===== src/hw/hub_defs.svh =====
`ifndef HUB_DEFS_SVH
`define HUB_DEFS_SVH

// leaf decoder links on the hub, up to 8
`define HUB_NUM_LEAVES 4

// depth of every message FIFO in words
`define HUB_FIFO_DEPTH 16

// pipeline stages modelling one router hop
`define HUB_ROUTER_DELAY 3

// message word width
`define HUB_WORD_BITS 64

`endif


===== src/hw/hub_msg_pkg.sv =====
`default_nettype none

`include "hub_defs.svh"

package hub_msg_pkg;

    localparam logic [7:0] BROADCAST_DEST = 8'hff;

    // bit positions inside the header flags byte
    localparam int FLAG_MULTI_LEAF = 0;
    localparam int FLAG_FUSION = 1;
    localparam int FLAG_STAGE = 0;

    typedef enum logic [7:0] {
        START_DECODING = 8'h01,
        MEASUREMENT_HEADER = 8'h02,
        RESULT = 8'h03
    } msg_type_e;

    // downlink view, sequencer to leaves
    typedef struct packed {
        logic [7:0] dest;
        msg_type_e msg_type;
        logic [`HUB_WORD_BITS-25:0] reserved;
        logic [7:0] flags;
    } hdr_view_t;

    // uplink view, leaf result report
    typedef struct packed {
        logic [7:0] dest;
        msg_type_e msg_type;
        logic [7:0] iterations;
        logic [15:0] cycles;
        logic [7:0] leaf_id;
        logic [15:0] tag;
    } res_view_t;

    typedef union packed {
        hdr_view_t hdr;
        res_view_t res;
    } msg_t;

endpackage

`default_nettype wire


===== src/hw/link_delay_fifo.sv =====
`timescale 1ns/10ps
`default_nettype none

`include "hub_defs.svh"

module link_delay_fifo #(
    parameter int DEPTH = `HUB_FIFO_DEPTH,
    parameter int DELAY = `HUB_ROUTER_DELAY
) (
    input  logic clk,
    input  logic reset,

    input  hub_msg_pkg::msg_t in_data_i,
    input  logic in_valid_i,
    output logic in_ready_o,

    output hub_msg_pkg::msg_t out_data_o,
    output logic out_valid_o,
    input  logic out_ready_i
);

    hub_msg_pkg::msg_t fifo_data;
    logic fifo_valid;
    hub_msg_pkg::msg_t stage_data [DELAY];
    logic [DELAY-1:0] stage_valid;
    hub_msg_pkg::msg_t src_data [DELAY];
    logic [DELAY-1:0] src_valid;
    logic [DELAY-1:0] advance;

    msg_fifo #(
        .DEPTH(DEPTH)
    ) u_fifo (
        .clk(clk),
        .reset(reset),
        .in_data_i(in_data_i),
        .in_valid_i(in_valid_i),
        .in_ready_o(in_ready_o),
        .out_data_o(fifo_data),
        .out_valid_o(fifo_valid),
        .out_ready_i(advance[0])
    );

    // a stage moves when it is empty or the next one moves
    always_comb begin
        advance[DELAY-1] = !stage_valid[DELAY-1] || out_ready_i;
        for (int k = DELAY - 2; k >= 0; k--) begin
            advance[k] = !stage_valid[k] || advance[k+1];
        end
        src_data[0] = fifo_data;
        src_valid[0] = fifo_valid;
        for (int k = 1; k < DELAY; k++) begin
            src_data[k] = stage_data[k-1];
            src_valid[k] = stage_valid[k-1];
        end
    end

    always_ff @(posedge clk) begin
        if (reset) begin
            stage_valid <= '0;
        end else begin
            for (int k = 0; k < DELAY; k++) begin
                if (advance[k]) begin
                    stage_valid[k] <= src_valid[k];
                end
            end
        end
    end

    always_ff @(posedge clk) begin
        for (int k = 0; k < DELAY; k++) begin
            if (advance[k]) begin
                stage_data[k] <= src_data[k];
            end
        end
    end

    assign out_data_o = stage_data[DELAY-1];
    assign out_valid_o = stage_valid[DELAY-1];

endmodule

`default_nettype wire


===== src/hw/msg_fifo.sv =====
`timescale 1ns/10ps
`default_nettype none

`include "hub_defs.svh"

module msg_fifo #(
    parameter int DEPTH = `HUB_FIFO_DEPTH
) (
    input  logic clk,
    input  logic reset,

    input  hub_msg_pkg::msg_t in_data_i,
    input  logic in_valid_i,
    output logic in_ready_o,

    output hub_msg_pkg::msg_t out_data_o,
    output logic out_valid_o,
    input  logic out_ready_i
);

    localparam int PTR_BITS = (DEPTH > 1) ? $clog2(DEPTH) : 1;
    localparam int CNT_BITS = $clog2(DEPTH + 1);

    hub_msg_pkg::msg_t mem [DEPTH];
    logic [PTR_BITS-1:0] wr_ptr;
    logic [PTR_BITS-1:0] rd_ptr;
    logic [CNT_BITS-1:0] count;
    logic push;
    logic pop;

    assign in_ready_o = (count != CNT_BITS'(DEPTH));
    assign out_valid_o = (count != '0);
    assign push = in_valid_i && in_ready_o;
    assign pop = out_valid_o && out_ready_i;

    // head word is read straight from storage
    assign out_data_o = mem[rd_ptr];

    always_ff @(posedge clk) begin
        if (push) begin
            mem[wr_ptr] <= in_data_i;
        end
    end

    always_ff @(posedge clk) begin
        if (reset) begin
            wr_ptr <= '0;
            rd_ptr <= '0;
            count <= '0;
        end else begin
            if (push) begin
                wr_ptr <= (wr_ptr == PTR_BITS'(DEPTH - 1)) ? '0 : wr_ptr + 1'b1;
            end
            if (pop) begin
                rd_ptr <= (rd_ptr == PTR_BITS'(DEPTH - 1)) ? '0 : rd_ptr + 1'b1;
            end
            case ({push, pop})
                2'b10: count <= count + 1'b1;
                2'b01: count <= count - 1'b1;
                default: count <= count;
            endcase
        end
    end

endmodule

`default_nettype wire


===== config.mk =====
export PLATFORM = sky130hd
export DESIGN_NAME = link_delay_fifo
export DESIGN_NICKNAME = d
export VERILOG_FILES = /design/src/hw/hub_msg_pkg.sv /design/src/hw/link_delay_fifo.sv /design/src/hw/msg_fifo.sv
export VERILOG_INCLUDE_DIRS = /design/src /design/src/hw
export SDC_FILE = /design/constraint.sdc
export NUM_CORES = 1
export LEC_CHECK = 0
export ABC_CLOCK_PERIOD_IN_PS = 7900
export BUFFER_PORTS_ARGS = -buffer_cell sky130_fd_sc_hd__buf_2
export CORE_ASPECT_RATIO = 1.75
export CORE_MARGIN = 2
export CORE_UTILIZATION = 60
export CTS_CLUSTER_DIAMETER = 30
export CTS_CLUSTER_SIZE = 20
export DETAILED_ROUTE_END_ITERATION = 8
export MAX_ROUTING_LAYER = met4
export PLACE_DENSITY = 0.77
export SLEW_MARGIN = 20
export SYNTH_ARGS = -nofsm -noshare
export SYNTH_HDL_FRONTEND = slang
export SYNTH_SLANG_ARGS = --single-unit

===== constraint.sdc =====
create_clock -name clk -period 7.9 [get_ports clk]
set_input_delay 0.395 -clock clk [delete_from_list [all_inputs] [get_ports clk]]
set_output_delay 0.395 -clock clk [all_outputs]
set_load 0.05 [all_outputs]

# Word-level counts from Yosys, hierarchy flattened
# Memories as Yosys holds them, arrays and structs flattened. A register that Yosys moved wholly into a read port is not among the register bits.
# Cells that the tools add are included.
# totals
word_cells	40
ramBits	1216
in_bits	68
n_memories	2
regBits	16
# classes
muxes	13
n_reduce_logical	10
addsub	4
n_eq_ne	5
# mem_list
name	words	width	read_ports	rd_ports_with_merged_regs	write_ports	line_no	source
u_fifo.mem	16	64	1	1	1	msg_fifo.sv:24	hub_msg_pkg::msg_t mem [DEPTH];
stage_data	3	64	3	0	3	link_delay_fifo.sv:24	hub_msg_pkg::msg_t stage_data [DELAY];
# ops
op	count
$mux W4	4
$pmux W5 S2	1
$add A4 B1 Y4 const B	2
$eq A4 B4 Y1 const B	2
$mux W1	8
$add A5 B1 Y5 const B	1
$ne A5 B5 Y1 const B	1
$reduce_bool A5 Y1	1
$sub A5 B1 Y5 const B	1
$logic_not A1 Y1	3
$logic_or A1 B1 Y1	3
$eq A2 B1 Y1 const B	1
$eq A2 B2 Y1 const B	1
$logic_and A1 B1 Y1	2
$reduce_bool A2 Y1	1

# Longest topological paths before layout
# depth
word_depth	7
depth_mapped	12
ltp_nobuf	10

# Hierarchy
# From an unflattened synthesis, not the netlist that was laid out.
# unflattened
cells_unflattened	1738
hier_area_um2	45436.1
# modules_own_cells
module	instances	cells_per_inst	area_each_um2	seq_area_each_um2
msg_fifo	1	1534	39561.7	31089.8
link_delay_fifo	1	204	5874.4	5825.6

# Worst setup path before layout
# OpenSTA, ideal clock, no wires.
# synth_timing
kind	reg-to-reg
from	reg u_fifo.count[1]
to	mem u_fifo.mem[1][0] (netlist name), enable pin
stages_incl_launch_ff	6
setup_ns	0.565
arrival_time_ns	5.352
synth_period_minus_slack_ns	5.917
slack_ns	1.983
path_cell_list	dfxtp_1 -> buf_2 -> nor4_2 -> a21boi_2 -> nand2_1 -> nor3_1
# synth_via
elab_chain_cells	4
# synth_lines
item	line_no	source
from (decl)	msg_fifo.sv:27	logic [CNT_BITS-1:0] count;
from (signal assigned)	msg_fifo.sv:58	2'b10: count <= count + 1'b1;
from (signal assigned)	msg_fifo.sv:59	2'b01: count <= count - 1'b1;
from (signal assigned)	msg_fifo.sv:60	default: count <= count;
$ne A5 B5 Y1	msg_fifo.sv:31	assign in_ready_o = (count != CNT_BITS'(DEPTH));
$logic_and A1 B1 Y1	msg_fifo.sv:33	assign push = in_valid_i && in_ready_o;
$mux W1	msg_fifo.sv:40	if (push) begin
$mux W1 (implied by the code)	msg_fifo.sv:41	mem[wr_ptr] <= in_data_i;
to (decl)	msg_fifo.sv:24	
# Every way passes these cells.

# Final worst setup path
# layout_timing
from	reg stage_valid[1]
to	reg u_fifo.count[4]
# layout_via
elab_chain_cells	6
# layout_lines
item	line_no	source
from (decl)	link_delay_fifo.sv:25	logic [DELAY-1:0] stage_valid;
from (signal, indexed assignment)	link_delay_fifo.sv:63	stage_valid[k] <= src_valid[k];
$logic_not A1 Y1 (*)	link_delay_fifo.sv:47	advance[k] = !stage_valid[k] || advance[k+1];
$logic_or A1 B1 Y1 (*) (2 in series)	link_delay_fifo.sv:47	
$logic_and A1 B1 Y1 (*)	msg_fifo.sv:34	assign pop = out_valid_o && out_ready_i;
$eq A2 B1 Y1 or $eq A2 B2 Y1 (tied branches)	msg_fifo.sv:57	case ({push, pop})
$pmux W5 S2 or $reduce_bool A2 Y1 (tied branches)	--	
# Every way passes the cells marked *; elsewhere a longest branch is shown, timed or not.
# A chain may end at the register's enable or synchronous reset.

==> results.md <==
Detailed routing:
- Before antenna repair, the detailed router went through 7 iterations.
- For this block, the routed nets add up to about 100000 um of wire.
- The number of nets still failing antenna checks after routing is 0.
- After detailed routing, the number of remaining DRC violations is 0.
- After detailed routing, the number of vias per cell comes to 6.72.
- The number of design-rule violations left by the first detailed-router iteration is around 2500.
- Detailed routing inserted a total of 21100 vias.
- In the final routed layout, each cell accounts on average for between 30 and 40 um.

STA:
- The measured slew at the worst slew-check pin is between 1000 and 1500 ps.
- The number of pins with negative max-slew slack in the final report is 0.
- On the final layout, the worst clock skew is ~25 ps.
- Setup violations remaining at the end of the flow were counted as 0.
- Timing would allow up to approximately 290 MHz.
- Setup repair after global routing left no endpoint under its margin.
- The final sum of negative setup slack is 0 ps.
- The clock period could shrink to ~3500 ps.
- The worst slew slack as a fraction of its limit is 0.240.
- The period utilization is 0.441.
- The hold violation count in the final report is 0.

Finish:
- Once layout is done, the placed cells without fillers occupy around 51000 sq um.
- The filler cells instantiated in the layout total a little over 4000.
- The combined area of the multi-input logic cells is a little under 8000 sq um.
- In the final layout, the share of cells above drive strength 1 is 0.307.
- Relative to the synthesized area, the layout overhead comes to 14.2%.
- For this run, the post-layout net count is roughly 2200.
- Across the whole layout, storage elements account for 36900 sq um.

GRT:
- The total congestion overflow is 0.
- The maximum number of pins on one net before global-route repair is 152.
- The first global-routing pass estimated between 150000 and 200000 um of wire.
- The via count of the first global-routing pass is 22600.
- The number of antenna violations at the first check in global routing is 9.
- The global-route usage over all layers is 0.281.

Critical path:
- The source of the worst register-to-register timing path is stage_valid[1].
- Along the worst path, the maximum fanout reaches 36.
- The setup check on the worst reg-to-reg path leaves a slack of between 4000 and 5000 ps.
- For the worst setup path, the data arrival time is a little over 4000 ps.
- STA classifies the critical path startpoint as a flip-flop.
- The critical path start-end classification is reg2reg.
- The capture point of the worst reg-to-reg path is u_fifo.count[4].
- The required time of the worst setup path is between 8000 and 9000 ps.
- The kind of capture point of the worst setup path is a flip-flop.
- For the worst flop-to-flop path, the logic depth is 10.

Logic synthesis:
- The number of warning messages in the yosys log is 0.
- In this run, synthesis inferred 1216 flip-flops with an integrated enable.
- The count of state elements after synthesis is roughly 1200.
- The most used flip-flop cell after synthesis is sky130_fd_sc_hd__edfxtp_1.
- The per-instance average area after synthesis is 23.9 sq um.
- The distinct cell type count of the synthesized netlist is 37.
- The area share of the largest cell type after synthesis is 0.811.
- By instance count, the leading cell after synthesis is sky130_fd_sc_hd__edfxtp_1.
- Sorting the synthesized cells by how often they occur yields sky130_fd_sc_hd__edfxtp_1 (1216), sky130_fd_sc_hd__mux4_2 (256), sky130_fd_sc_hd__a22oi_1 (128).
- The synthesized design spends more area on one cell type than any other, namely sky130_fd_sc_hd__edfxtp_1.
- By area the synthesized netlist is led by sky130_fd_sc_hd__edfxtp_1 (81%), sky130_fd_sc_hd__mux4_2 (13%), sky130_fd_sc_hd__a22oi_1 (2.1%), sky130_fd_sc_hd__dfxtp_1 (0.89%), sky130_fd_sc_hd__nand2_1 (0.60%).
- The cell count after synthesis is 1882.
- The cell area after synthesis is 45000 sq um.
- Counting flops with an async set or reset pin after synthesis yields a share of 0.
- The sequential share of the synthesized area is 0.820.
- The post-synthesis net count is around 2000.

Power and ir drop:
- The worst-case IR drop observed on VDD is 0.302 mV.
- The cell area power density is 357 nW/um^2.
- The design draws 18.3 mW.
- The leakage power is 16.6 nW.

Clock tree:
- Clock tree synthesis inserted a total of 131 buffers.
- The quantity of gates resized following cts is 0.
- The post-CTS clock slew at the launch and capture registers of the worst setup and hold paths is ~70 ps.
- Counting along the longest clock path gives a buffer depth of 3.
- The clock tree from TritonCTS is yes.
- The total clock sinks is ~1200.
- The clock root buffer is sky130_fd_sc_hd__clkbuf_16.
- In this run the number of H-tree levels came out at 4.
- Once the clock tree was built, the setup fixing pass inserted 0 buffers.
- Clock latency on the worst-skew pair, taken at its later pin, is 710 ps.
- The post-cts hold buffer count is 0.

Die:
- The die is approximately 370 um tall.
- The die is between 200 and 250 um wide.
- The total core area is ~74000 sq um.
- The initialized floorplan defines 132 standard-cell rows.
- The die area is between 70000 and 80000 sq um.
- The starting density of the core is 0.607.
- Pin placement for this block handled between 100 and 150 I/O pins.

Min path:
- The endpoint with the worst hold slack is u_fifo.mem[9][48].
- The tightest min-delay check is of the in2reg type.
- The start point of the worst min-delay path is in_data_i[48].
- The worst hold path depth is 1.

Run:
- The max capacitance violation total is 0.

Place:
- Routability-driven placement finished with a final weighted congestion of ~0.78.
- The number of port buffers is between 100 and 150.
- In this run the cell area measured after placement is about 47000 sq um.
- The final HPWL from detailed placement is around 47000 um.

Status:
- The flow ran to the end, and the final reports show no timing, DRC or antenna violations.
metal layers:
| metal | GRT usage | wire length [um] | up-vias |
|---|---|---|---|
| met2 | 0.475 | 56000 | 1249 |
| met5 | - | 0 | - |
| li1 | - | - | 8459 |
| met4 | 0.116 | 3120 | 0 |
| met3 | 0.0489 | 7570 | 227 |
| met1 | 0.335 | 35200 | 11200 |
report_power, final:
part | leakage (nW) | switching (mW) | internal [mW]
clock network | 2.16 | 2.68 | 3.60
registers | 11.4 | 0.395 | 8.07
logic | 3.00 | 2.10 | 1.49
critical path: stages, from the launching register on:
cell                       delay (ps)
sky130_fd_sc_hd__dfxtp_1          350
sky130_fd_sc_hd__nand4b_1         110
sky130_fd_sc_hd__buf_4            550
sky130_fd_sc_hd__a21boi_1         550
sky130_fd_sc_hd__ha_1             430
sky130_fd_sc_hd__xor2_1           180
sky130_fd_sc_hd__ha_1             210
sky130_fd_sc_hd__nor2b_1          190
sky130_fd_sc_hd__a31oi_1          110
sky130_fd_sc_hd__o32ai_1          320
sky130_fd_sc_hd__mux2_2           370
cells by family after synthesis:
family | Yosys count | share of synthesized area
flip-flops | 1236 | 0.820
AO/OA/AOI/OAI | 151 | 0.0249
AND/OR/NAND/NOR | 123 | 0.0116
XOR/XNOR | 5 | 0.000972
multiplexers | 263 | 0.130
adder cells (fa/ha/maj) | 8 | 0.00222
buffers and inverters | 96 | 0.0110
worst max-delay path by stage:
stage	slack, ps	from	endpoint	depth (start not counted)
floorplan	1980	u_fifo.count[1]	u_fifo.mem[1][0]	5
global placement	4360	out_ready_i	u_fifo.count[4]	11
detailed placement	4310	out_ready_i	u_fifo.count[4]	11
CTS	4440	stage_valid[1]	u_fifo.count[4]	10
global route	4140	stage_valid[1]	u_fifo.count[4]	10
finish	4420	stage_valid[1]	u_fifo.count[4]	10
layout make-up:
cell class	instances	share of cell area
well taps	938	0.0228
multi-input cells	550	0.151
flip-flops and latches	1236	0.718
clock buffers	139	0.0660
clock inverters	103	0.0209
inverters	5	0.000414
diodes	9	0.000438
repair buffers	166	0.0203
flip-flops by register name, indices dropped and copies added (netlist names), named ones only:
name / flops
u_fifo.mem: 1024
stage_data: 192
u_fifo.rd_ptr: 4
u_fifo.count: 5
stage_valid: 3
u_fifo.wr_ptr: 4
cell usage in the layout (no fill, tap or decap), drive strengths merged, types with 15 or more instances in the layout:
cell type	n
mux4	256
nand2	72
clkinvlp	15
nor2	29
buf	166
a22oi	128
inv	38
edfxtp	1216
clkinv	43
dfxtp	20
clkbuf	139
through the flow:
step | hold slack (ps) | utilization | setup WS (ps) | cells
floorplan | 400 | - | 1980 | 1882
global placement | 402 | 0.631 | 4360 | 2891
detailed placement | 405 | 0.631 | 4310 | 2891
CTS | 17.9 | 0.692 | 4440 | 3133
global route | 40.3 | 0.693 | 4140 | 3146
finish | 54.0 | 0.693 | 4420 | 3146
Note: power is estimated with default switching activity, not from simulation.
