==> config.mk <==
export PLATFORM = sky130hd
export DESIGN_NAME = msg_fifo
export DESIGN_NICKNAME = d
export VERILOG_FILES = /design/src/hw/hub_msg_pkg.sv /design/src/hw/msg_fifo.sv
export VERILOG_INCLUDE_DIRS = /design/src /design/src/hw
export SDC_FILE = /design/constraint.sdc
export NUM_CORES = 1
export LEC_CHECK = 0
export BUFFER_PORTS_ARGS = -buffer_cell sky130_fd_sc_hd__buf_2
export CAP_MARGIN = 20
export CELL_PAD_IN_SITES_DETAIL_PLACEMENT = 0
export CELL_PAD_IN_SITES_GLOBAL_PLACEMENT = 1
export CORE_ASPECT_RATIO = 0.6
export CORE_MARGIN = 2
export CORE_UTILIZATION = 30
export CTS_CLUSTER_DIAMETER = 200
export DETAILED_ROUTE_END_ITERATION = 6
export PLACE_DENSITY = 0.56
export SLEW_MARGIN = 5
export SYNTH_ARGS = -nofsm -noshare
export SYNTH_HDL_FRONTEND = slang
export SYNTH_SLANG_ARGS = --single-unit
==> constraint.sdc <==
create_clock -name clk -period 17.18 [get_ports clk]
set_clock_uncertainty 0.05 [all_clocks]
set_input_delay 0.859 -clock clk [delete_from_list [all_inputs] [get_ports clk]]
set_output_delay 0.859 -clock clk [all_outputs]
set_load 0.02 [all_outputs]
==> src/hw/hub_defs.svh <==
`ifndef HUB_DEFS_SVH
`define HUB_DEFS_SVH

// leaf decoder links on the hub, up to 8
`define HUB_NUM_LEAVES 4

// depth of every message FIFO in words
`define HUB_FIFO_DEPTH 16

// pipeline stages modelling one router hop
`define HUB_ROUTER_DELAY 3

// message word width
`define HUB_WORD_BITS 64

`endif

==> src/hw/hub_msg_pkg.sv <==
`default_nettype none

`include "hub_defs.svh"

package hub_msg_pkg;

    localparam logic [7:0] BROADCAST_DEST = 8'hff;

    // bit positions inside the header flags byte
    localparam int FLAG_MULTI_LEAF = 0;
    localparam int FLAG_FUSION = 1;
    localparam int FLAG_STAGE = 0;

    typedef enum logic [7:0] {
        START_DECODING = 8'h01,
        MEASUREMENT_HEADER = 8'h02,
        RESULT = 8'h03
    } msg_type_e;

    // downlink view, sequencer to leaves
    typedef struct packed {
        logic [7:0] dest;
        msg_type_e msg_type;
        logic [`HUB_WORD_BITS-25:0] reserved;
        logic [7:0] flags;
    } hdr_view_t;

    // uplink view, leaf result report
    typedef struct packed {
        logic [7:0] dest;
        msg_type_e msg_type;
        logic [7:0] iterations;
        logic [15:0] cycles;
        logic [7:0] leaf_id;
        logic [15:0] tag;
    } res_view_t;

    typedef union packed {
        hdr_view_t hdr;
        res_view_t res;
    } msg_t;

endpackage

`default_nettype wire

==> src/hw/msg_fifo.sv <==
`timescale 1ns/10ps
`default_nettype none

`include "hub_defs.svh"

module msg_fifo #(
    parameter int DEPTH = `HUB_FIFO_DEPTH
) (
    input  logic clk,
    input  logic reset,

    input  hub_msg_pkg::msg_t in_data_i,
    input  logic in_valid_i,
    output logic in_ready_o,

    output hub_msg_pkg::msg_t out_data_o,
    output logic out_valid_o,
    input  logic out_ready_i
);

    localparam int PTR_BITS = (DEPTH > 1) ? $clog2(DEPTH) : 1;
    localparam int CNT_BITS = $clog2(DEPTH + 1);

    hub_msg_pkg::msg_t mem [DEPTH];
    logic [PTR_BITS-1:0] wr_ptr;
    logic [PTR_BITS-1:0] rd_ptr;
    logic [CNT_BITS-1:0] count;
    logic push;
    logic pop;

    assign in_ready_o = (count != CNT_BITS'(DEPTH));
    assign out_valid_o = (count != '0);
    assign push = in_valid_i && in_ready_o;
    assign pop = out_valid_o && out_ready_i;

    // head word is read straight from storage
    assign out_data_o = mem[rd_ptr];

    always_ff @(posedge clk) begin
        if (push) begin
            mem[wr_ptr] <= in_data_i;
        end
    end

    always_ff @(posedge clk) begin
        if (reset) begin
            wr_ptr <= '0;
            rd_ptr <= '0;
            count <= '0;
        end else begin
            if (push) begin
                wr_ptr <= (wr_ptr == PTR_BITS'(DEPTH - 1)) ? '0 : wr_ptr + 1'b1;
            end
            if (pop) begin
                rd_ptr <= (rd_ptr == PTR_BITS'(DEPTH - 1)) ? '0 : rd_ptr + 1'b1;
            end
            case ({push, pop})
                2'b10: count <= count + 1'b1;
                2'b01: count <= count - 1'b1;
                default: count <= count;
            endcase
        end
    end

endmodule

`default_nettype wire

# Word level (Yosys, flattened, before mapping)
# Memory sizes are Yosys's and may differ from the RTL's. A register that Yosys moved wholly into a read port is not among the register bits.
# Cells that the tools add are included.
dict set report totals {
  register_bits 13
  ram_bits 1024
  in_bits 68
  elab_cells 24
  mem_count 1
}
dict set report op_classes {
  n_addsub 4
  eq_ne 5
  mux 7
  n_reduce_logical 4
}
# name words width rd rd_ports_with_merged_regs write_ports line
set mem_list {}
lappend mem_list {mem 16 64 1 1 1 msg_fifo.sv:24} ;# hub_msg_pkg::msg_t mem [DEPTH];
# operator n
set ops {}
lappend ops {{4-bit two-way mux} 4}
lappend ops {{5-bit one-hot mux with 2 select lines} 1}
lappend ops {{4-bit by 1-bit adder with 4-bit output (second input constant)} 2}
lappend ops {{4-bit equality test (second input constant)} 2}
lappend ops {{5-bit by 1-bit adder with 5-bit output (second input constant)} 1}
lappend ops {{5-bit inequality test (second input constant)} 1}
lappend ops {{5-bit nonzero test} 1}
lappend ops {{5-bit by 1-bit subtractor with 5-bit output (second input constant)} 1}
lappend ops {{2-bit by 1-bit equality test with 1-bit output (second input constant)} 1}
lappend ops {{2-bit equality test (second input constant)} 1}
lappend ops {{1-bit logical AND} 2}
lappend ops {{1-bit two-way mux} 2}
lappend ops {{2-bit nonzero test} 1}

# Longest topological paths before layout
# Gate-level depths: netlist (run 1).
dict set report logic_depth {
  ltp_word 4
  mapped_depth 12
}

# Least setup slack after synthesis (run 1)
# OpenSTA, ideal clock, no wires.
dict set report synth_path {
  kind {in2reg}
  start {input port in_valid_i}
  end {memory mem[0][0] (netlist bit) (enable)}
  setup_time_ps 666
  arrival_time_ps 7750
  setup_slack_ps 8714
  path_stages 3
  n_path_buf 1
  path_cell_list {o21ai_0 -> buf_2 -> nor4b_1}
}
dict set report synth_between {
  elab_chain_len 3
}
# item line
set synth_rtl {}
lappend synth_rtl {{start: declaration} msg_fifo.sv:13} ;# input logic in_valid_i,
lappend synth_rtl {{1-bit logical AND} msg_fifo.sv:33} ;# assign push = in_valid_i && in_ready_o;
lappend synth_rtl {{1-bit two-way mux} msg_fifo.sv:40} ;# if (push) begin
lappend synth_rtl {{1-bit two-way mux (implied by the code)} msg_fifo.sv:41} ;# mem[wr_ptr] <= in_data_i;
lappend synth_rtl {{end: declaration} msg_fifo.sv:24}
# Every way passes these cells.

==> results of run 1 <==
==> worst max-delay path: cells and delay by family (launching register included) <==
kind | cells | cell delay (ns)
buffers and inverters | 3 | 1.92
DFF | 1 | 0.72
muxes | 2 | 1.17
==> Yosys cell counts <==
| cell | instances | area, µm² |
|---|---|---|
| sky130_fd_sc_hd__o21ai_1 | 1 | 5.00 |
| sky130_fd_sc_hd__clkbuf_1 | 28 | 105 |
| sky130_fd_sc_hd__buf_1 | 18 | 67.6 |
| sky130_fd_sc_hd__nor4b_1 | 5 | 43.8 |
| sky130_fd_sc_hd__nor2b_1 | 3 | 18.8 |
| sky130_fd_sc_hd__buf_4 | 9 | 67.6 |
| sky130_fd_sc_hd__and3_1 | 1 | 6.26 |
| sky130_fd_sc_hd__nor4_1 | 1 | 6.26 |
| sky130_fd_sc_hd__nor3_1 | 1 | 5.00 |
| sky130_fd_sc_hd__mux2_2 | 2 | 22.5 |
| sky130_fd_sc_hd__nand2_1 | 6 | 22.5 |
| sky130_fd_sc_hd__mux4_1 | 28 | 736 |
| sky130_fd_sc_hd__or3b_2 | 1 | 8.76 |
| sky130_fd_sc_hd__and2_1 | 13 | 81.3 |
| sky130_fd_sc_hd__or3_1 | 1 | 6.26 |
| sky130_fd_sc_hd__nor2_1 | 10 | 37.5 |
| sky130_fd_sc_hd__o21ai_0 | 8 | 40.0 |
| sky130_fd_sc_hd__a311o_1 | 2 | 20.0 |
| sky130_fd_sc_hd__a21o_1 | 1 | 7.51 |
| sky130_fd_sc_hd__and3b_1 | 1 | 8.76 |
| sky130_fd_sc_hd__mux2i_1 | 3 | 30.0 |
| sky130_fd_sc_hd__o211ai_1 | 2 | 15.0 |
| sky130_fd_sc_hd__edfxtp_1 | 1024 | 30700 |
| sky130_fd_sc_hd__or4_4 | 1 | 11.3 |
| sky130_fd_sc_hd__nand3b_1 | 1 | 7.51 |
| sky130_fd_sc_hd__a21oi_1 | 9 | 45.0 |
| sky130_fd_sc_hd__mux4_2 | 292 | 6580 |
| sky130_fd_sc_hd__buf_2 | 4 | 20.0 |
| sky130_fd_sc_hd__dfxtp_1 | 17 | 340 |
| sky130_fd_sc_hd__xor2_1 | 5 | 43.8 |
| sky130_fd_sc_hd__ha_1 | 8 | 100 |
| sky130_fd_sc_hd__a31oi_1 | 1 | 6.26 |
| sky130_fd_sc_hd__o31ai_1 | 1 | 7.51 |
| sky130_fd_sc_hd__buf_6 | 14 | 158 |
| sky130_fd_sc_hd__nand3_1 | 1 | 5.00 |
| sky130_fd_sc_hd__buf_12 | 5 | 100 |
| sky130_fd_sc_hd__o2111a_1 | 1 | 11.3 |
| sky130_fd_sc_hd__inv_1 | 5 | 18.8 |
==> worst paths after layout <==
| kind | from | end | cells after the start |
|---|---|---|---|
| setup reg to reg | count[2] | mem[8][45] | 6 |
| setup / recovery | flip-flop | out_data_o[25] | 5 |
| hold / removal | reset | wr_ptr[2] | 2 |
| hold reg to reg | rd_ptr[3] | flip-flop | 2 |
==> cells by family after synthesis <==
group	count (synthesis)	share of synthesized area, %
simple gates	46	0.680
fa+ha+maj	8	0.253
compound gates	26	0.398
xor+xnor	5	0.111
buf+inv	83	1.36
flops	1041	78.6
mux	325	18.6
==> registers in the layout, indices dropped and copies added (netlist names), named ones only <==
register  flops
mem        1024
count         5
wr_ptr        4
rd_ptr        4
==> routing by layer <==
layer	track usage, %	routed length, µm
met1	20.1	42800
met2	22.8	46500
met3	2.84	5130
met4	3.35	1660
met5	0	50
==> power breakdown <==
part,internal [mW],total (mW),switching [mW]
Sequential,2.85,2.89,0.0400
Combinational,0.544,1.12,0.580
Clock,1.22,2.19,0.971
==> final cells by class <==
type                       count  area [µm²]
tap                         1732        2170
fill                       12000       85700
timing repair buffer         169         981
multi-input combinational    410        7990
sequential                  1041       31100
inverter                       5        18.8
antenna                        6        15.0
clock inverter                66         654
clock buffer                 121        2580
==> metrics by stage <==
stage,instance area [µm²],instances,utilization (%)
6_report,45500,3550,34.7
4_1_cts,45400,3541,34.6
3_3_place_gp,42200,3354,32.2
2_1_floorplan,39600,1534,-
3_5_place_dp,42200,3354,32.2
5_1_grt,45500,3545,34.7
==> results.txt, run 1 <==
----------------------------------------------------
[Clocking]
  Max clock buf depth ... 3
  CTS tree ... done
  Clock-pin slew on the worst setup and hold paths ... about 0.070 ns
  Post-CTS setup-driven buffer insertion count ... 0
  Clock latency reported for the late side of the worst-skew pair ... between 0.7 and 0.8 ns
  Post-cts sizing count ... 0
  CTS HTree Levels ... 3
  CTS Sinks ... 1041
  Root buf cell ... sky130_fd_sc_hd__clkbuf_16
  Number of buffers inserted for hold repair after clock tree synthesis ... 0
  CTS Buf Count ... 100

[Timing]
  Fraction of the cycle the final worst path needs ... 32.2%
  Setup Viol. Count Final ... 0
  Final critical path time including I/O delays and setup ... around 5.5 ns
  Max transition margin ... about 23%
  Worst Hold Margin ... around 0.45 ns
  Worst-Margin Slew ... around 1.2 ns
  RSZ-0062 raised after global routing ... false
  Highest clock rate ... ~0.18 GHz
  Post-layout worst setup margin ... about 12 ns
  Final-report hold violation count ... 0
  Total negative slack ... 0 ns
  Final max-slew violation count ... 0

[Detailed routing]
  Count of TritonRoute iterations in the first routing pass ... 5
  Violation count after the first detailed-routing iteration ... 1633
  Final antenna-violating net count ... 0
  Detail-routed via count per cell ... 4.88
  DRC violation count after routing ... 0
  Wire per inst ... around 27 µm
  Via count of the routed design ... 17300
  Total wire length ... between 90000 and 100000 µm

[Power and ir drop]
  Worst IR Drop VDD ... 0.0785 mV
  Leakage power total ... between 10 and 15 nW
  Total design power ... a little over 6 mW
  Ratio of total power to cell area ... approximately 140 mW/mm²

[Global route]
  All-layer global routing usage ... 14.3%
  Overflow after GRT ... 0
  Via count of the first global-routing pass ... between 15000 and 20000
  First-pass GRT wire length ... roughly 140000 µm
  Initial antenna violation count ... 20
  Largest net degree at the start of global routing ... 75

[Floorplan]
  Die W ... between 400 and 500 µm
  Initial standard-cell utilization of the core ... a little under a third
  Area of the core ... 0.131 mm²
  Io pins ... roughly 130
  Die Outline Area ... 0.135 mm²
  Placement Rows ... slightly above 100
  Die height ... 285 µm

[Worst setup path]
  Setup slack on the worst flop-to-flop path ... ~14 ns
  Endpoint required time on the critical path ... 16.27 ns
  Critical path capture point type ... primary output
  Worst setup path category ... flip-flop to primary output
  Largest stage delay on the critical path ... just under 0.9 ns
  Arrival time of the worst setup path ... roughly 4.6 ns
  Crit-path slowest cell ... sky130_fd_sc_hd__buf_4
  Most Frequent Cell on Critical Path ... sky130_fd_sc_hd__buf_4
  Maximum fanout encountered on the critical timing path ... 48
  Startpoint kind of the worst setup timing path ... flip-flop
  Critical path cell sequence ... buf_4 -> buf_4 -> mux4_1 -> mux4_2 -> buf_2

[Run]
  Max-Cap Viols ... 0

[Synth]
  Yosys warns ... 0
  Part of the Yosys area used for sequential elements ... roughly four fifths
  Count of cell types in the netlist ... 38
  Number of synthesized register bits ... around 1000
  Syn Std Cell Area ... between 0.03 and 0.04 mm²
  Syn Nets ... between 1500 and 2000
  Mean instance size in the synthesized netlist ... 25.8 µm²
  Number of cells produced by synthesis ... 1534

[Placed design]
  Post-detailed-placement half-perimeter wirelength ... 47100 µm
  Weighted congestion reported at the end of routability-driven placement ... 0.678
  Port buffer count ... 133
  Place WS ... 11.75 ns

[Run status]
  Status ... finished clean

[Layout]
  Most frequent cells in the layout ... sky130_fd_sc_hd__edfxtp_1, sky130_fd_sc_hd__mux4_2, sky130_fd_sc_hd__buf_2
  Area added between synthesis and finish ... 15.0%
  Fraction of layout cells with a size suffix above 1 ... approximately 34%
  Most frequent standard cell in the layout excluding fill and tap cells ... sky130_fd_sc_hd__edfxtp_1
  Net count, final ... 1803

[Worst hold path]
  Kind of path behind the tightest hold check ... primary input to flip-flop

----------------------------------------------------
Note: power is estimated with default switching activity, not from simulation.
==> inputs of run 2 (changes only) <==
Settings changed: ABC_AREA set to 1, PLACE_DENSITY 0.56 to 0.59.
Clock period 17.18 ns to 5.7 ns, I/O delays scaled along.
==> results.txt, run 2 <==
----------------------------------------------------
[Run status]
  Status ... finished clean

[Layout]
  Most flop-heavy register ... mem
  Fraction of layout cells with a size suffix above 1 ... 9.40% (-25 points)
  Layout filler cell count ... 14000 (+16%)
  Area added between synthesis and finish ... 14.7%
  Net count, final ... 3581 (+99%)
  Multi-input logic area ... 0.00827 mm² (+3.5%)
  Most frequent standard cell in the layout excluding fill and tap cells ... sky130_fd_sc_hd__edfxtp_1
  Most frequent cells in the layout ... sky130_fd_sc_hd__edfxtp_1, sky130_fd_sc_hd__inv_1, sky130_fd_sc_hd__nand3_1
  Largest registers ranked by flip-flop count ... mem (1024), count (5)
  Post-route insts no fill ... 5485 (+55%)
  Footprint of the flip-flops and latches ... 0.0311 mm² (unchanged)
  Max FFs per register ... 1024 (unchanged)

[Detailed routing]
  Total wire length ... 108000 µm (+13%)
  Detail-routed via count per cell ... 4.60 (-5.6%)
  Violation count after the first detailed-routing iteration ... 2195 (+34%)
  DRC violation count after routing ... 0 (unchanged)
  Final antenna-violating net count ... 0 (unchanged)
  Via count of the routed design ... 25300 (+46%)
  Count of TritonRoute iterations in the first routing pass ... 5 (unchanged)
  Wire per inst ... 19.7 µm (-27%)

[Timing]
  Max transition margin ... 28.3% (+5.4 points)
  Final critical path time including I/O delays and setup ... 3.65 ns
  Final-report hold violation count ... 0 (unchanged)
  RSZ-0062 raised after global routing ... false
  Worst-Margin Slew ... 1.07 ns (-0.0833 ns)
  Highest clock rate ... 0.274 GHz
  Fraction of the cycle the final worst path needs ... 64.1%
  Setup Viol. Count Final ... 0 (unchanged)
  Total negative slack ... 0 ns (unchanged)
  Final max-slew violation count ... 0 (unchanged)

[Run]
  Max-Cap Viols ... 0 (unchanged)

[Global route]
  All-layer global routing usage ... 14.8% (+0.55 points)
  Largest net degree at the start of global routing ... 149 (+99%)
  Via count of the first global-routing pass ... 23800 (+30%)
  Initial antenna violation count ... 9 (-55%)
  First-pass GRT wire length ... 161000 µm (+18%)
  Overflow after GRT ... 0 (unchanged)

[Synth]
  Mean instance size in the synthesized netlist ... 12.7 µm² (-51%)
  Most common cell in the netlist ... sky130_fd_sc_hd__edfxtp_1
  Share of synthesized registers carrying an async set or reset ... 0% (unchanged)
  Count of flip-flops with a built-in enable after synthesis ... 1024 (unchanged)
  Post-synthesis cell type with the largest combined area ... sky130_fd_sc_hd__edfxtp_1
  Syn Nets ... 3440 (+110%)
  Number of synthesized register bits ... 1041 (unchanged)
  Number of cells produced by synthesis ... 3364 (+120%)
  Share of the synthesized area in the top cell type ... 72.2% (-5.5 points)
  Top cells by count, synth ... sky130_fd_sc_hd__edfxtp_1, sky130_fd_sc_hd__inv_1, sky130_fd_sc_hd__nand3_1, sky130_fd_sc_hd__nand2_1, sky130_fd_sc_hd__a21oi_1
  Yosys warns ... 0 (unchanged)
  Count of cell types in the netlist ... 24 (-37%)
  Predominant post-synthesis flop cell ... sky130_fd_sc_hd__edfxtp_1
  Cells taking the most area after synthesis ... sky130_fd_sc_hd__edfxtp_1, sky130_fd_sc_hd__inv_1, sky130_fd_sc_hd__nand3_1, sky130_fd_sc_hd__o211ai_1, sky130_fd_sc_hd__nand2_1
  Part of the Yosys area used for sequential elements ... 73.0% (-5.6 points)
  Syn Std Cell Area ... 0.0426 mm² (+7.7%)

[Clocking]
  Post-CTS setup-driven buffer insertion count ... 0 (unchanged)
  Max clock buf depth ... 3 (unchanged)
  CTS Sinks ... 1041 (unchanged)
  Post-cts sizing count ... 0 (unchanged)
  Root buf cell ... sky130_fd_sc_hd__clkbuf_16
  CTS Buf Count ... 98 (-2.0%)
  CTS tree ... done
  CTS HTree Levels ... 3 (unchanged)
  Clock-pin slew on the worst setup and hold paths ... 0.06 ns (about the same)
  Clock latency reported for the late side of the worst-skew pair ... 0.68 ns (-0.03 ns)

[Worst setup path]
  Largest stage delay on the critical path ... 1.02 ns (+0.15 ns)
  Maximum fanout encountered on the critical timing path ... 79 (+65%)
  R2r startpoint ... count[0]
  Dominant delay contributor by cell family on the critical path ... flip-flops
  Critical path cell sequence ... buf_4 -> o211ai_1 -> nand3_1 -> nand3_1 -> nand2_1 -> buf_2
  Critical path capture point type ... primary output
  Critical register-to-register path endpoint ... mem[1][56]
  Startpoint kind of the worst setup timing path ... flip-flop
  Setup slack on the worst flop-to-flop path ... 2.56 ns (-11.21 ns)
  Arrival time of the worst setup path ... 3.32 ns (-1.31 ns)
  Endpoint required time on the critical path ... 5.37 ns (-10.90 ns)
  Total buffers and inverters traversed by the critical path ... 2 (-1)
  Worst r2r path cells ... 7 (+1)
  Crit-path slowest cell ... sky130_fd_sc_hd__dfxtp_4
  Worst setup path category ... flip-flop to primary output
  Most Frequent Cell on Critical Path ... sky130_fd_sc_hd__nand3_1

[Power and ir drop]
  Sequential cell fraction of total power ... 44.6% (-2.0 points)
  Ratio of total power to cell area ... 406 mW/mm² (+200%)
  Fraction of power consumed by combinational cells ... 22.8% (+4.7 points)
  Sw Ratio ... 31.2% (+5.6 points)
  Clk network pwr share ... 32.5% (-2.8 points)
  Leakage power total ... 17.1 nW (+24%)
  Net switching power ... 6.20 mW (+290%)
  Int Power ... 13.6 mW (+200%)
  Worst IR Drop VDD ... 0.266 mV (+240%)

[Worst hold path]
  Beginning of the worst hold path ... in_valid_i
  Kind of path behind the tightest hold check ... primary input to flip-flop
  Hold Path Depth ... 3 (+1)
  Hold-critical path endpoint ... wr_ptr[1]

[Placed design]
  Number of cells after detailed placement ... 5243 (+56%)
  Post-detailed-placement half-perimeter wirelength ... 57900 µm (+23%)
  Port buffer count ... 133 (unchanged)
  Weighted congestion reported at the end of routability-driven placement ... 0.713 (+5.1%)

[Floorplan]
  Die height ... 296 µm (+3.7%)
  Initial standard-cell utilization of the core ... 30.1% (about the same)
  Die W ... 490 µm (+3.7%)
  Die Outline Area ... 0.145 mm² (+7.6%)
  Io pins ... 134 (unchanged)
  Placement Rows ... 107 (+3.9%)
  Area of the core ... 0.141 mm² (+7.8%)

----------------------------------------------------
## run 2: changes by cell type after synthesis, sizes merged, moves of 254 or more
cell    before  now
inv          5  532
nand3        1  394
nand2        6  353
mux4       320    0
o21ai        9  265
a21oi        9  264
o211ai       2  256
## run 2: area by class of cell
cell class	count	share of cell area, %
Sequential cell	1041	63.7
Antenna cell	2	0.0102
Timing Repair Buffer	253	4.11
Multi-Input combinational cell	1579	16.9
Tap cell	1907	4.88
Inverter	532	4.10
Clock buffer	117	5.34
Clock inverter	54	0.935
## run 2: stage by stage
stage	total power [mW]	setup WS [ns]	utilization, %	area (µm²)	hold slack, ns
2_1_floorplan	12.3	1.31	-	42600	0.313
3_3_place_gp	13.6	2.44	31.8	45000	0.443
3_5_place_dp	13.6	2.36	31.9	45100	0.448
4_1_cts	20.1	1.79	34.5	48800	0.140
5_1_grt	20.9	1.78	34.5	48800	0.172
6_report	19.8	2.05	34.5	48800	0.184
## run 2: layer usage
layer | global-route usage [%] | vias up | wire length (µm) | part of all wire, %
met3 | 2.82 | 126 | 5320 | 4.9
met2 | 21.3 | 516 | 45500 | 42
met5 | 0 | - | 80 | 0.074
li1 | - | 12200 | - | -
met1 | 23.0 | 12400 | 55900 | 52
met4 | 2.88 | 12 | 1480 | 1.4
## run 2: worst max path at each step
stage              start              to  slack (ns)  cells past startpoint
6_report       flip-flop  out_data_o[59]        2.05                      6
5_1_grt        flip-flop  out_data_o[25]        1.78                      7
4_1_cts        flip-flop  out_data_o[25]        1.79                      6
3_5_place_dp    count[0]      mem[7][48]        2.36                      7
3_3_place_gp    count[0]     mem[11][19]        2.44                      7
2_1_floorplan   count[0]      mem[11][0]        1.31                      6
## run 2: what timing repair did
item	CTS	global route
hold buffers	67	0
endpoints found under the setup margin	0	0
hold endpoints to repair	1032	0
## run 2: cells by family after synthesis
family / after synthesis / share of synthesized area [%]
compound gates: 785 / 10.7
xor+xnor: 4 / 0.0823
fa+ha+maj: 8 / 0.235
buf+inv: 744 / 7.89
flops: 1041 / 73.0
simple gates: 782 / 8.08
## run 2: power by group through the flow
stage	clock (mW)	sequential, mW	combinational (mW)
final	6.46	8.86	4.53
after floorplan	0	8.87	3.43
after global placement	0	9.02	4.57
after detailed placement	0	9.02	4.57
after global routing	6.93	8.88	5.10
after CTS	6.64	8.86	4.63
## run 2: worst reg2reg max path, cell delays in order, from the launching register on
cell                      delay [ns]
sky130_fd_sc_hd__dfxtp_1        0.40
sky130_fd_sc_hd__inv_1          0.08
sky130_fd_sc_hd__nand4_1        0.11
sky130_fd_sc_hd__nand2_1        0.28
sky130_fd_sc_hd__inv_1          0.28
sky130_fd_sc_hd__nand2_1        0.28
sky130_fd_sc_hd__nor2_4         0.87
sky130_fd_sc_hd__buf_12         0.40
